==> src/rtl/mpu_consts.svh <==
`ifndef MPU_CONSTS_SVH
`define MPU_CONSTS_SVH

// ========================================
// bus geometry
// ========================================
`define MPU_DATA_W      128     // master data bus
`define MPU_ADDR_W      32
`define MPU_SEL_W       16      // one select per byte
`define MPU_WORD_W      32      // peripheral word
`define MPU_OFF_W       6       // register offset seen by peripherals

// peripheral bases, only [31:8] is decoded
`define MPU_PIT_BASE    32'hFFDC_1100
`define MPU_PIC_BASE    32'hFFDC_0F00

// ========================================
// timer map
// ========================================
`define MPU_PIT_CHANS   3
`define MPU_PIT_RELOAD  4'h0    // offsets within a 16 byte channel slot
`define MPU_PIT_COUNT   4'h4
`define MPU_PIT_CTRL    4'h8

// ========================================
// interrupt controller map
// ========================================
`define MPU_IRQ_SRCS    32      // bit 0 never fires
`define MPU_PIC_ENABLE  6'h00
`define MPU_PIC_PENDING 6'h04   // write one to clear
`define MPU_PIC_CAUSE   6'h08   // read only
`define MPU_PIC_LEVELS  6'h0C

`endif

==> src/rtl/bus_pkg.sv <==
`default_nettype none

`include "mpu_consts.svh"

package bus_pkg;

	// which 32 bit lane of the wide bus is addressed
	typedef logic [$clog2(`MPU_DATA_W / `MPU_WORD_W)-1:0] lane_t;

	// decoded target of an access
	typedef enum logic [1:0] {
		psel_none,      // nothing answers, bus error
		psel_pit,
		psel_pic
	} periph_sel_t;

	// ========================================
	// bus cycle sequencing
	// ========================================
	typedef enum logic [1:0] {
		bs_idle,        // waiting for cyc & stb
		bs_access,      // strobe to the peripheral
		bs_respond,     // capture read word, raise ack/err
		bs_hold         // wait for master to drop stb
	} bus_state_t;

endpackage

`default_nettype wire

==> src/rtl/irq_pkg.sv <==
`default_nettype none

`include "mpu_consts.svh"

package irq_pkg;

	// one bit per source, bit 0 unused
	typedef logic [`MPU_IRQ_SRCS-1:0] irq_src_t;

	typedef logic [7:0] irq_cause_t;   // source number, 0 = none
	typedef logic [3:0] irq_level_t;   // priority level to the cpu

	// ========================================
	// timer register word
	// ========================================
	// same 32 bits seen as a plain count or as control flags
	typedef union packed {
		logic [`MPU_WORD_W-1:0] count;
		struct packed {
			logic [`MPU_WORD_W-3:0] rsvd;   // reads back zero
			logic auto_reload;               // restart from reload at zero
			logic enable;                    // channel counting
		} ctrl;
	} pit_reg_u;

endpackage

`default_nettype wire

==> src/rtl/bus_cycle_ctrl.sv <==
`default_nettype none
`timescale 1ns/100ps

`include "mpu_consts.svh"

module bus_cycle_ctrl import bus_pkg::*; (
	input  wire logic                   clk_i,
	input  wire logic                   reset_i,
	input  wire logic                   cyc_i,
	input  wire logic                   stb_i,
	input  wire logic                   we_i,
	input  wire lane_t                  lane_i,
	input  wire logic [`MPU_ADDR_W-1:0] adr32_i,
	input  wire logic [`MPU_WORD_W-1:0] wdat_i,
	input  wire logic [`MPU_WORD_W-1:0] pit_rdat_i,
	input  wire logic [`MPU_WORD_W-1:0] pic_rdat_i,
	output logic                        pit_wr_o,
	output logic                        pit_rd_o,
	output logic                        pic_wr_o,
	output logic                        pic_rd_o,
	output logic [`MPU_OFF_W-1:0]       reg_off_o,
	output logic [`MPU_WORD_W-1:0]      reg_wdat_o,
	output logic                        ack_o,
	output logic                        err_o,
	output logic [`MPU_DATA_W-1:0]      dat_o
);

	localparam logic [`MPU_ADDR_W-1:0] pit_base = `MPU_PIT_BASE;
	localparam logic [`MPU_ADDR_W-1:0] pic_base = `MPU_PIC_BASE;

	bus_state_t                 state_q;
	periph_sel_t                psel_d;
	periph_sel_t                psel_q;     // target latched at request
	logic                       we_q;
	logic [`MPU_OFF_W-1:0]      off_q;
	logic [`MPU_WORD_W-1:0]     wdat_q;
	logic [`MPU_WORD_W-1:0]     rdat_mux;
	logic                       req;

	assign req = cyc_i & stb_i;

	// ========================================
	// decode
	// ========================================
	always_comb begin
		if (adr32_i[31:8] == pit_base[31:8])
			psel_d = psel_pit;
		else if (adr32_i[31:8] == pic_base[31:8])
			psel_d = psel_pic;
		else
			psel_d = psel_none;   // unmapped, answered with err
	end

	// request capture, payload only
	always_ff @(posedge clk_i) begin
		if (state_q == bs_idle && req) begin
			psel_q <= psel_d;
			we_q   <= we_i;
			off_q  <= {adr32_i[5:4], lane_i, 2'b00};   // lane gives a[3:2]
			wdat_q <= wdat_i;
		end
	end

	// sequencing
	always_ff @(posedge clk_i) begin
		if (reset_i) begin
			state_q <= bs_idle;
			ack_o   <= 1'b0;
			err_o   <= 1'b0;
		end else begin
			ack_o <= 1'b0;   // both are single cycle
			err_o <= 1'b0;
			case (state_q)
				bs_idle:    if (req) state_q <= bs_access;
				bs_access:  state_q <= bs_respond;
				bs_respond: begin
					ack_o   <= (psel_q != psel_none);
					err_o   <= (psel_q == psel_none);
					state_q <= bs_hold;
				end
				default:    if (!stb_i) state_q <= bs_idle;   // bs_hold
			endcase
		end
	end

	// one cycle strobes while in access
	assign pit_wr_o = (state_q == bs_access) && (psel_q == psel_pit) && we_q;
	assign pit_rd_o = (state_q == bs_access) && (psel_q == psel_pit) && !we_q;
	assign pic_wr_o = (state_q == bs_access) && (psel_q == psel_pic) && we_q;
	assign pic_rd_o = (state_q == bs_access) && (psel_q == psel_pic) && !we_q;

	assign reg_off_o  = off_q;
	assign reg_wdat_o = wdat_q;

	// ========================================
	// read return
	// ========================================
	always_comb begin
		case (psel_q)
			psel_pit: rdat_mux = pit_rdat_i;
			psel_pic: rdat_mux = pic_rdat_i;
			default:  rdat_mux = '0;
		endcase
	end

	// word copied onto every lane, master picks its own
	always_ff @(posedge clk_i) begin
		if (state_q == bs_respond && !we_q)
			dat_o <= {4{rdat_mux}};
	end

endmodule

`default_nettype wire

==> src/rtl/bus_lane_steer.sv <==
`default_nettype none
`timescale 1ns/100ps

`include "mpu_consts.svh"

module bus_lane_steer import bus_pkg::*; (
	input  wire logic [`MPU_SEL_W-1:0]  sel_i,
	input  wire logic [`MPU_ADDR_W-1:0] adr_i,
	input  wire logic [`MPU_DATA_W-1:0] dat_i,
	output lane_t                       lane_o,
	output logic [`MPU_ADDR_W-1:0]      adr32_o,
	output logic [`MPU_WORD_W-1:0]      wdat_o
);

	logic a3;   // rebuilt address bit 3
	logic a2;   // rebuilt address bit 2

	// ========================================
	// address rebuild
	// ========================================
	// the wide bus drops a[3:2], recover them from the active select group
	assign a3 = |sel_i[15:8];
	assign a2 = (|sel_i[7:4]) | (|sel_i[15:12]);

	assign adr32_o = {adr_i[`MPU_ADDR_W-1:4], a3, a2, 2'b00};   // word aligned

	// lane pick, only the four clean masks are honoured
	always_comb begin
		case (sel_i)
			16'h00F0: lane_o = 2'd1;
			16'h0F00: lane_o = 2'd2;
			16'hF000: lane_o = 2'd3;
			default:  lane_o = 2'd0;   // 000F and malformed masks
		endcase
	end

	// 32 bit write word out of the selected lane
	assign wdat_o = dat_i[{lane_o, 5'b00000} +: `MPU_WORD_W];

endmodule

`default_nettype wire

==> src/rtl/interval_timer.sv <==
`default_nettype none
`timescale 1ns/100ps

`include "mpu_consts.svh"

module interval_timer import irq_pkg::*; (
	input  wire logic                     clk_i,
	input  wire logic                     reset_i,
	input  wire logic                     wr_i,
	input  wire logic                     rd_i,
	input  wire logic [`MPU_OFF_W-1:0]    off_i,
	input  wire logic [`MPU_WORD_W-1:0]   wdat_i,
	output logic [`MPU_WORD_W-1:0]        rdat_o,
	output logic [`MPU_PIT_CHANS-1:0]     out_o
);

	pit_reg_u               reload_q [`MPU_PIT_CHANS];
	pit_reg_u               count_q  [`MPU_PIT_CHANS];
	pit_reg_u               ctrl_q   [`MPU_PIT_CHANS];
	pit_reg_u               wr_view;    // incoming write word
	logic [1:0]             ch_sel;
	logic [3:0]             reg_sel;
	logic                   ch_ok;

	assign ch_sel  = off_i[5:4];   // 16 byte stride per channel
	assign reg_sel = off_i[3:0];
	assign ch_ok   = (ch_sel < 2'(`MPU_PIT_CHANS));
	assign wr_view = wdat_i;

	// reload words, plain storage
	always_ff @(posedge clk_i) begin
		if (wr_i && ch_ok && reg_sel == `MPU_PIT_RELOAD)
			reload_q[ch_sel].count <= wr_view.count;
	end

	// ========================================
	// counting
	// ========================================
	always_ff @(posedge clk_i) begin
		if (reset_i) begin
			for (int i = 0; i < `MPU_PIT_CHANS; i++) begin
				ctrl_q[i]  <= '0;
				count_q[i] <= '0;
			end
			out_o <= '0;
		end else begin
			for (int i = 0; i < `MPU_PIT_CHANS; i++) begin
				out_o[i] <= 1'b0;   // pulse lasts one clock
				if (wr_i && ch_sel == 2'(i) && reg_sel == `MPU_PIT_CTRL) begin
					ctrl_q[i].ctrl.enable      <= wr_view.ctrl.enable;
					ctrl_q[i].ctrl.auto_reload <= wr_view.ctrl.auto_reload;
					ctrl_q[i].ctrl.rsvd        <= '0;
					if (wr_view.ctrl.enable)
						count_q[i].count <= reload_q[i].count;   // arm from reload
				end else if (wr_i && ch_sel == 2'(i) && reg_sel == `MPU_PIT_COUNT) begin
					count_q[i].count <= wr_view.count;   // direct preset
				end else if (ctrl_q[i].ctrl.enable) begin
					if (count_q[i].count == '0) begin
						out_o[i] <= 1'b1;
						if (ctrl_q[i].ctrl.auto_reload)
							count_q[i].count <= reload_q[i].count;
						else
							ctrl_q[i].ctrl.enable <= 1'b0;   // one shot done, stays at 0
					end else begin
						count_q[i].count <= count_q[i].count - 1'b1;
					end
				end
			end
		end
	end

	// ========================================
	// read port
	// ========================================
	// registered, valid the cycle after rd_i
	always_ff @(posedge clk_i) begin
		if (rd_i) begin
			if (!ch_ok)
				rdat_o <= '0;
			else begin
				case (reg_sel)
					`MPU_PIT_RELOAD: rdat_o <= reload_q[ch_sel].count;
					`MPU_PIT_COUNT:  rdat_o <= count_q[ch_sel].count;   // live count
					`MPU_PIT_CTRL:   rdat_o <= ctrl_q[ch_sel].count;     // raw flags
					default:         rdat_o <= '0;
				endcase
			end
		end
	end

endmodule

`default_nettype wire

==> src/rtl/irq_ctrl.sv <==
`default_nettype none
`timescale 1ns/100ps

`include "mpu_consts.svh"

module irq_ctrl import irq_pkg::*; (
	input  wire logic                   clk_i,
	input  wire logic                   reset_i,
	input  wire logic                   wr_i,
	input  wire logic                   rd_i,
	input  wire logic [`MPU_OFF_W-1:0]  off_i,
	input  wire logic [`MPU_WORD_W-1:0] wdat_i,
	input  wire irq_src_t               src_i,
	output logic [`MPU_WORD_W-1:0]      rdat_o,
	output irq_level_t                  irq_o,
	output irq_cause_t                  cause_o
);

	irq_src_t       src_q;      // previous source levels
	irq_src_t       rise;
	irq_src_t       pending_q;
	irq_src_t       enable_q;
	irq_src_t       active;
	logic [15:0]    levels_q;   // four groups of eight sources, 4 bits each
	irq_cause_t     cause_d;
	irq_level_t     level_d;

	// ========================================
	// edge detect
	// ========================================
	always_ff @(posedge clk_i) begin
		src_q <= src_i;   // tracks during reset so no edge fires on release
	end

	assign rise = src_i & ~src_q & ~irq_src_t'(1);   // source 0 does not exist

	always_ff @(posedge clk_i) begin
		if (reset_i) begin
			pending_q <= '0;
			enable_q  <= '0;
			levels_q  <= '0;
		end else begin
			// new edges win over a clear in the same cycle
			if (wr_i && off_i == `MPU_PIC_PENDING)
				pending_q <= (pending_q & ~wdat_i) | rise;
			else
				pending_q <= pending_q | rise;
			if (wr_i && off_i == `MPU_PIC_ENABLE)
				enable_q <= wdat_i & ~irq_src_t'(1);
			if (wr_i && off_i == `MPU_PIC_LEVELS)
				levels_q <= wdat_i[15:0];
		end
	end

	assign active = pending_q & enable_q;

	// ========================================
	// priority
	// ========================================
	// highest numbered active source wins
	always_comb begin
		cause_d = '0;
		for (int i = 1; i < `MPU_IRQ_SRCS; i++) begin
			if (active[i])
				cause_d = irq_cause_t'(i);
		end
	end

	// level from the winner's group
	assign level_d = (cause_d == '0) ? '0 : levels_q[{cause_d[4:3], 2'b00} +: 4];

	always_ff @(posedge clk_i) begin
		if (reset_i) begin
			irq_o   <= '0;
			cause_o <= '0;
		end else begin
			irq_o   <= level_d;
			cause_o <= cause_d;
		end
	end

	// register reads, one cycle behind rd_i
	always_ff @(posedge clk_i) begin
		if (rd_i) begin
			case (off_i)
				`MPU_PIC_ENABLE:  rdat_o <= enable_q;
				`MPU_PIC_PENDING: rdat_o <= pending_q;
				`MPU_PIC_CAUSE:   rdat_o <= {24'h0, cause_o};
				`MPU_PIC_LEVELS:  rdat_o <= {16'h0, levels_q};
				default:          rdat_o <= '0;
			endcase
		end
	end

endmodule

`default_nettype wire

==> src/rtl/mpu_periph_top.sv <==
`default_nettype none
`timescale 1ns/100ps

`include "mpu_consts.svh"

module mpu_periph_top import bus_pkg::*, irq_pkg::*; (
	input  wire logic                   clk_i,
	input  wire logic                   reset_i,
	input  wire logic                   cyc_i,
	input  wire logic                   stb_i,
	input  wire logic                   we_i,
	input  wire logic [`MPU_SEL_W-1:0]  sel_i,
	input  wire logic [`MPU_ADDR_W-1:0] adr_i,
	input  wire logic [`MPU_DATA_W-1:0] dat_i,
	input  wire logic [`MPU_IRQ_SRCS-`MPU_PIT_CHANS-2:0] irq_src_i,   // sources 1..28
	output logic                        ack_o,
	output logic                        err_o,
	output logic [`MPU_DATA_W-1:0]      dat_o,
	output irq_level_t                  irq_o,
	output irq_cause_t                  cause_o,
	output logic                        pit_out2_o
);

	lane_t                      lane;
	logic [`MPU_ADDR_W-1:0]     adr32;
	logic [`MPU_WORD_W-1:0]     wdat32;
	logic                       pit_wr, pit_rd, pic_wr, pic_rd;
	logic [`MPU_OFF_W-1:0]      reg_off;
	logic [`MPU_WORD_W-1:0]     reg_wdat;
	logic [`MPU_WORD_W-1:0]     pit_rdat, pic_rdat;
	logic [`MPU_PIT_CHANS-1:0]  pit_out;
	irq_src_t                   src_vec;

	// ========================================
	// bus side
	// ========================================
	bus_lane_steer u_steer (
		.sel_i(sel_i), .adr_i(adr_i), .dat_i(dat_i),
		.lane_o(lane), .adr32_o(adr32), .wdat_o(wdat32)
	);

	bus_cycle_ctrl u_cycle (
		.clk_i(clk_i), .reset_i(reset_i),
		.cyc_i(cyc_i), .stb_i(stb_i), .we_i(we_i),
		.lane_i(lane), .adr32_i(adr32), .wdat_i(wdat32),
		.pit_rdat_i(pit_rdat), .pic_rdat_i(pic_rdat),
		.pit_wr_o(pit_wr), .pit_rd_o(pit_rd), .pic_wr_o(pic_wr), .pic_rd_o(pic_rd),
		.reg_off_o(reg_off), .reg_wdat_o(reg_wdat),
		.ack_o(ack_o), .err_o(err_o), .dat_o(dat_o)
	);

	// ========================================
	// peripherals
	// ========================================
	interval_timer u_pit (
		.clk_i(clk_i), .reset_i(reset_i),
		.wr_i(pit_wr), .rd_i(pit_rd), .off_i(reg_off), .wdat_i(reg_wdat),
		.rdat_o(pit_rdat), .out_o(pit_out)
	);

	// timer ch0 -> 31, ch1 -> 30, ch2 -> 29, externals below, bit 0 idle
	assign src_vec = {pit_out[0], pit_out[1], pit_out[2], irq_src_i, 1'b0};

	irq_ctrl u_pic (
		.clk_i(clk_i), .reset_i(reset_i),
		.wr_i(pic_wr), .rd_i(pic_rd), .off_i(reg_off), .wdat_i(reg_wdat),
		.src_i(src_vec),
		.rdat_o(pic_rdat), .irq_o(irq_o), .cause_o(cause_o)
	);

	assign pit_out2_o = pit_out[2];

endmodule

`default_nettype wire

==> config.mk <==
export PLATFORM = sky130hd
export DESIGN_NAME = mpu_periph_top
export DESIGN_NICKNAME = d
export VERILOG_FILES = /design/src/rtl/bus_pkg.sv /design/src/rtl/irq_pkg.sv /design/src/rtl/bus_cycle_ctrl.sv /design/src/rtl/bus_lane_steer.sv /design/src/rtl/interval_timer.sv /design/src/rtl/irq_ctrl.sv /design/src/rtl/mpu_periph_top.sv
export VERILOG_INCLUDE_DIRS = /design/src /design/src/rtl
export SDC_FILE = /design/constraint.sdc
export NUM_CORES = 1
export LEC_CHECK = 0
export BUFFER_PORTS_ARGS = -buffer_cell sky130_fd_sc_hd__buf_2
export CELL_PAD_IN_SITES_DETAIL_PLACEMENT = 1
export CELL_PAD_IN_SITES_GLOBAL_PLACEMENT = 1
export CORE_UTILIZATION = 42
export DETAILED_ROUTE_END_ITERATION = 10
export PLACE_DENSITY = 0.75
export SLEW_MARGIN = 10
export SYNTH_ARGS = -nofsm -noshare
export SYNTH_HDL_FRONTEND = slang
export SYNTH_SLANG_ARGS = --single-unit
==> constraint.sdc <==
create_clock -name clk_i -period 5.3 [get_ports clk_i]
set_clock_uncertainty 0.05 [all_clocks]
set_input_delay 1.325 -clock clk_i [delete_from_list [all_inputs] [get_ports clk_i]]
set_output_delay 1.325 -clock clk_i [all_outputs]
set_load 0.1 [all_outputs]
; After elaboration in Yosys (flattened, before gate mapping)
; Memories as Yosys holds them, arrays and structs flattened. A register that Yosys moved wholly into a read port is not among the register bits.
; Index checks and enable logic that the tools add are counted.
[word_totals]
rom_bits = 0
latchBits = 0
ram_bits = 198
out_inout_bits = 143
n_memories = 3
word_cells = 280
inputBits = 209
register_bits = 360
[mem_list]
columns = memory, depth, width, rd, rd_clocked_by_memory_dff, wr, line
row1 = u_pit.count_q, 3, 32, 4, 1, 3, interval_timer.sv:18  ; pit_reg_u count_q [`MPU_PIT_CHANS];
row2 = u_pit.reload_q, 3, 32, 4, 1, 1, interval_timer.sv:17  ; pit_reg_u reload_q [`MPU_PIT_CHANS];
row3 = u_pit.ctrl_q, 3, 2, 4, 1, 3, interval_timer.sv:19  ; pit_reg_u ctrl_q [`MPU_PIT_CHANS];
[op_classes]
eq_ne = 18
reduce_logical = 39
multipliers = 0
bitwise_logic = 33
n_shift = 2
mux = 162
div = 0
order_cmp = 1
n_addsub = 3
[ops]
columns = op, n
row1 = $mux 32, 13
row2 = $pmux 32 s4, 1
row3 = $shiftx 128x8->32, 1
row4 = $mux 1, 108
row5 = $and 32x32->32, 3
row6 = $logic_not 32->1, 3
row7 = $pmux 32 s3, 1
row8 = $sub 32x1->32 const B, 3
row9 = $mux 5, 16
row10 = $not 32->32, 2
row11 = $or 32x32->32, 2
row12 = $pmux 32 s2, 1
row13 = $eq 24x24->1 const B, 2
row14 = $mux 4, 8
row15 = $logic_and 1x1->1, 22
row16 = $or 1x1->1, 21
row17 = $eq 16x12->1 const B, 1
row18 = $eq 16x16->1 const B, 1
row19 = $eq 16x8->1 const B, 1
row20 = $mux 2, 8
row21 = $shiftx 16x5->4, 1
row22 = $mux 3, 4
row23 = $pmux 2 s3, 2
row24 = $reduce_or 4->1, 3
row25 = 17 further kinds, 30

; Depth between registers and ports, before layout
[logic_depth]
word_depth = 34
ltp_mapped = 12
mapped_depth_nobuf = 9

; Modules after synthesis
; From an unflattened synthesis, not the netlist that was laid out.
[hier_totals]
cells_unflattened = 2299
hier_area_um2 = 24193.2
[modules_own_cells]
columns = mod, instances, cells_each, seq_area_each_um2, area_each_um2
row1 = interval_timer, 1, 1221, 7016.7, 13150.1
row2 = irq_ctrl, 1, 624, 3343.2, 5933.2
row3 = bus_cycle_ctrl, 1, 289, 2212.1, 3719.8
row4 = bus_lane_steer, 1, 164, 0.0, 1386.3
row5 = mpu_periph_top, 1, 1, 0.0, 3.8

; Worst setup path after synthesis
; Ideal clock, no wire load.
[synth_timing]
path_type = register to register
from = register u_cycle.off_q[2], in the netlist u_cycle.reg_off_o[2]
to = memory u_pit.reload_q[1][0] (netlist name), enable pin
stages_incl_launch_ff = 5
path_slack_ps = 398
n_path_buf = 3
synth_period_minus_slack_ps = 4902
arrival_time_ps = 4350
setup_ps = 501
t_required_ps = 4749
cell_sequence = edfxtp_1 buf_1 buf_1 buf_1 nor4_1
[synth_via]
elab_chain_len = 4
[synth_rtl]
columns = element, line
row1 = "start, declared", bus_cycle_ctrl.sv:35  ; logic [`MPU_OFF_W-1:0] off_q;
row2 = "start signal, assigned", bus_cycle_ctrl.sv:59  ; off_q <= {adr32_i[5:4], lane_i, 2'b00};
row3 = $logic_not 4->1 (no source line), --
row4 = $logic_and 1x1->1 (no source line), --
row5 = $mux 1, interval_timer.sv:32  ; if (wr_i && ch_ok && reg_sel == `MPU_PIT_RELOAD)
row6 = $mux 1 (implied by the code), interval_timer.sv:33  ; reload_q[ch_sel].count <= wr_view.count;
row7 = "end, declared", interval_timer.sv:17
; No other way between the ends.

==> impl_metrics.tcl <==
set metrics [dict create \
    critPathCaptureType "flip-flop" \
    insertedDiodeCount 0 \
    crit_chain "inv_1 > ha_1 > nor3b_1 > nand4_1 > or2_1 > or3_4 > a311oi_4 > buf_4 > nor2_1 > a211o_1" \
    clockBufferDepth 3 \
    synth_compound_gate_area_share 0.117 \
    yosysWarnings 0 \
    synthTopCellsByCount "364 x edfxtp_1, 219 x nand2_1, 219 x nor2_1, 159 x mux2i_1" \
    hold_viol_final 0 \
    path_buf_inv 2 \
    cpPeakStageDelay_ps 530 \
    synth_top_family_by_area "simple AND/OR/NAND/NOR gates" \
    final_antenna_net_count 0 \
    cts_resized 0 \
    yosysSeqAreaShare 0.551 \
    numClockSinks 493 \
    regToRegSetupSlack_ps 830 \
    place_ws_ps 833 \
    wl_per_cell_um 24.8 \
    hold_buffers 0 \
    yosys.area_share.simple 0.140 \
    hpwl_mm 57.3 \
    io_pins 352 \
    track_usage 0.267 \
    fillCellCount 6255 \
    async_reset_ff_frac 0 \
    setup_tns_ps 0 \
    status "finished clean" \
    root_buffer "clkbuf_16" \
    cts_made_buffers 53 \
    tightest_slew_ps 1290 \
    wl_met1_mm 32.7 \
    cts_tree "done" \
    synth-adder-area-share 0.00459 \
    routed-wl-met3_mm 5.81 \
    cp-start-kind "flip-flop" \
    syn_avg_cell_area_um2 11.3 \
    crit_fanout 45 \
    die-width_um 244 \
    num_rows 88 \
    synth_mux_area_frac 0.108 \
    yosysMostFrequentCell "edfxtp_1" \
    synthCells 2180 \
    ys_seq_elements 493 \
    rsz0062_at_grt "no" \
    drc 0 \
    final.min_clock_period_ps 4470 \
    p_per_area_nw_per_um2 323 \
    synth_xor_area_frac 0.0264 \
    routed_wl_mm 80.5 \
    slowest_stage "or2_1" \
    dieArea_um2 59400 \
    yosys.area.top_type_share 0.446 \
    critPathTopFamily "simple AND/OR/NAND/NOR gates" \
    finalMaxSlewViolations 0 \
    antenna_found_initial 0 \
    initial_utilization 0.425 \
    hold_path_class "reg -> reg" \
    timing.final.crit_share 0.843 \
    drtIter0Drc 1373 \
    num_vias 19200 \
    synth.cell_area_um2 24500 \
    syn2layout_area_growth_pct 15.7 \
    max_slew_margin 0.134 \
    vdd_drop_max_uv 226 \
    fmax_mhz 224 \
    cap_viol_max_count 0 \
    drt-pass1-iter-count 5 \
    placed_area_um2 26600 \
    overflow 0 \
    fin_area_um2 28400 \
    core-area_um2 57700 \
    htreeDepth 2 \
    setup_viol 0 \
    yosys.area.top_type "edfxtp_1" \
    critical_path_class "reg -> reg" \
    grt_pass1_vias 19700 \
    met2WireLength_mm 37.8 \
    clk_pin_slew_ps 60 \
    gp_congestion 0.925 \
    p_leak_nw 10.6 \
    grt_max_degree 64 \
    topRoutingLayerUsed "met4" \
    drive_gt1_frac 0.230 \
    grt_first_pass_wirelength_mm 120 \
    nNetsFinal 2652 \
    netlist_top_cells_area "edfxtp_1 45%, dfxtp_1 11%, mux2i_1 6.5%" \
    fp.dieH_um 244 \
    critPathArrivalTime_ps 4780 \
    clock_latency_ps 610 \
    synth-edff-count 364 \
    worst_slack_ps 834 \
    io_buffers 342 \
    cts_setup_buffers 0 \
    synthFlopType "edfxtp_1" \
    ys_types 67 \
    cp_data_required_time_ps 5610 \
    viasPerCell 5.92 \
]
[final timing paths]
| kind | from | cells past startpoint | end |
|---|---|---|---|
| worst max-delay path | u_pit.count_q[1][0] | 10 | u_pit.count_q[2][28] |
| worst min-delay path | u_pit.out_o[0] | 0 | u_pic.src_q[31] |
| worst max register to register | u_pit.count_q[1][0] | 10 | u_pit.count_q[2][28] |
| worst min register to register | u_pit.out_o[0] | 0 | u_pic.src_q[31] |
[per-stage QoR]
stage	hold slack, ps	instances	util	total power [mW]
3_3_place_gp	286	3144	0.460	5.32
3_5_place_dp	292	3144	0.460	5.36
6_report	305	3243	0.492	9.18
4_1_cts	304	3243	0.492	9.22
5_1_grt	312	3243	0.492	9.42
2_1_floorplan	274	2214	-	5.03
[sequential cells by signal (all words and copies together) (netlist names), 3 cells and up, named ones only]
| register | cells |
|---|---|
| u_pit.reload_q | 128 |
| u_pit.count_q | 96 |
| u_cycle.dat_o | 32 |
| u_cycle.reg_wdat_o | 32 |
| u_pic.pending_q | 32 |
| u_pic.rdat_o | 32 |
| u_pit.rdat_o | 32 |
| u_pic.enable_q | 31 |
| u_pic.src_q | 31 |
| u_pic.levels_q | 16 |
| u_pit.ctrl_q | 6 |
| u_pic.cause_o | 5 |
| u_cycle.reg_off_o | 4 |
| u_pic.irq_o | 4 |
| u_pit.out_o | 3 |
[cell usage in the layout, fill, tap and decap left out, types with 20 or more instances in the layout]
cell type	netlist	final
nor2b_1	71	70
dfxtp_1	129	127
a221o_1	27	27
nor3_1	45	43
conb_1	1	35
nor4_1	30	27
o21ai_0	43	43
xnor2_1	42	42
mux2_2	22	22
mux2i_1	159	159
buf_4	99	47
nor2_1	219	215
xor2_1	32	32
a22oi_1	51	51
a211oi_1	61	61
a21oi_1	129	129
buf_2	14	341
nand2_1	219	218
mux4_2	36	36
or4_1	20	20
a22o_1	25	25
o22ai_1	38	38
edfxtp_1	364	364
clkbuf_16	0	55
[layer usage]
layer  GRT usage  vias up
met4       0.139        0
li1            -     8491
met3      0.0337      187
met1       0.347     9648
met2       0.437      879
met5           0        -
[layout make-up]
cell class | instances | area [um2] | share of cell area
Clock buffer | 71 | 1480 | 0.0521
Clock inverter | 28 | 339 | 0.0119
Inverter | 17 | 63.8 | 0.00225
Multi-Input combinational cell | 1477 | 9890 | 0.348
Sequential cell | 493 | 13500 | 0.476
Tap cell | 765 | 957 | 0.0337
Timing Repair Buffer | 392 | 2140 | 0.0754
[power by group]
part,total [mW],switching [mW],internal (mW),leakage (nW)
Sequential,4.46,0.195,4.27,4.57
Clock,3.90,1.59,2.30,0.882
Combinational,0.822,0.536,0.286,5.18
[cells by family after synthesis]
kind of cell | Yosys count
fa+ha+maj | 9
buf+inv | 244
compound gates | 425
mux | 217
xor+xnor | 74
simple gates | 717
other cells | 1
flops | 493
(Power assumes the default switching activity.)
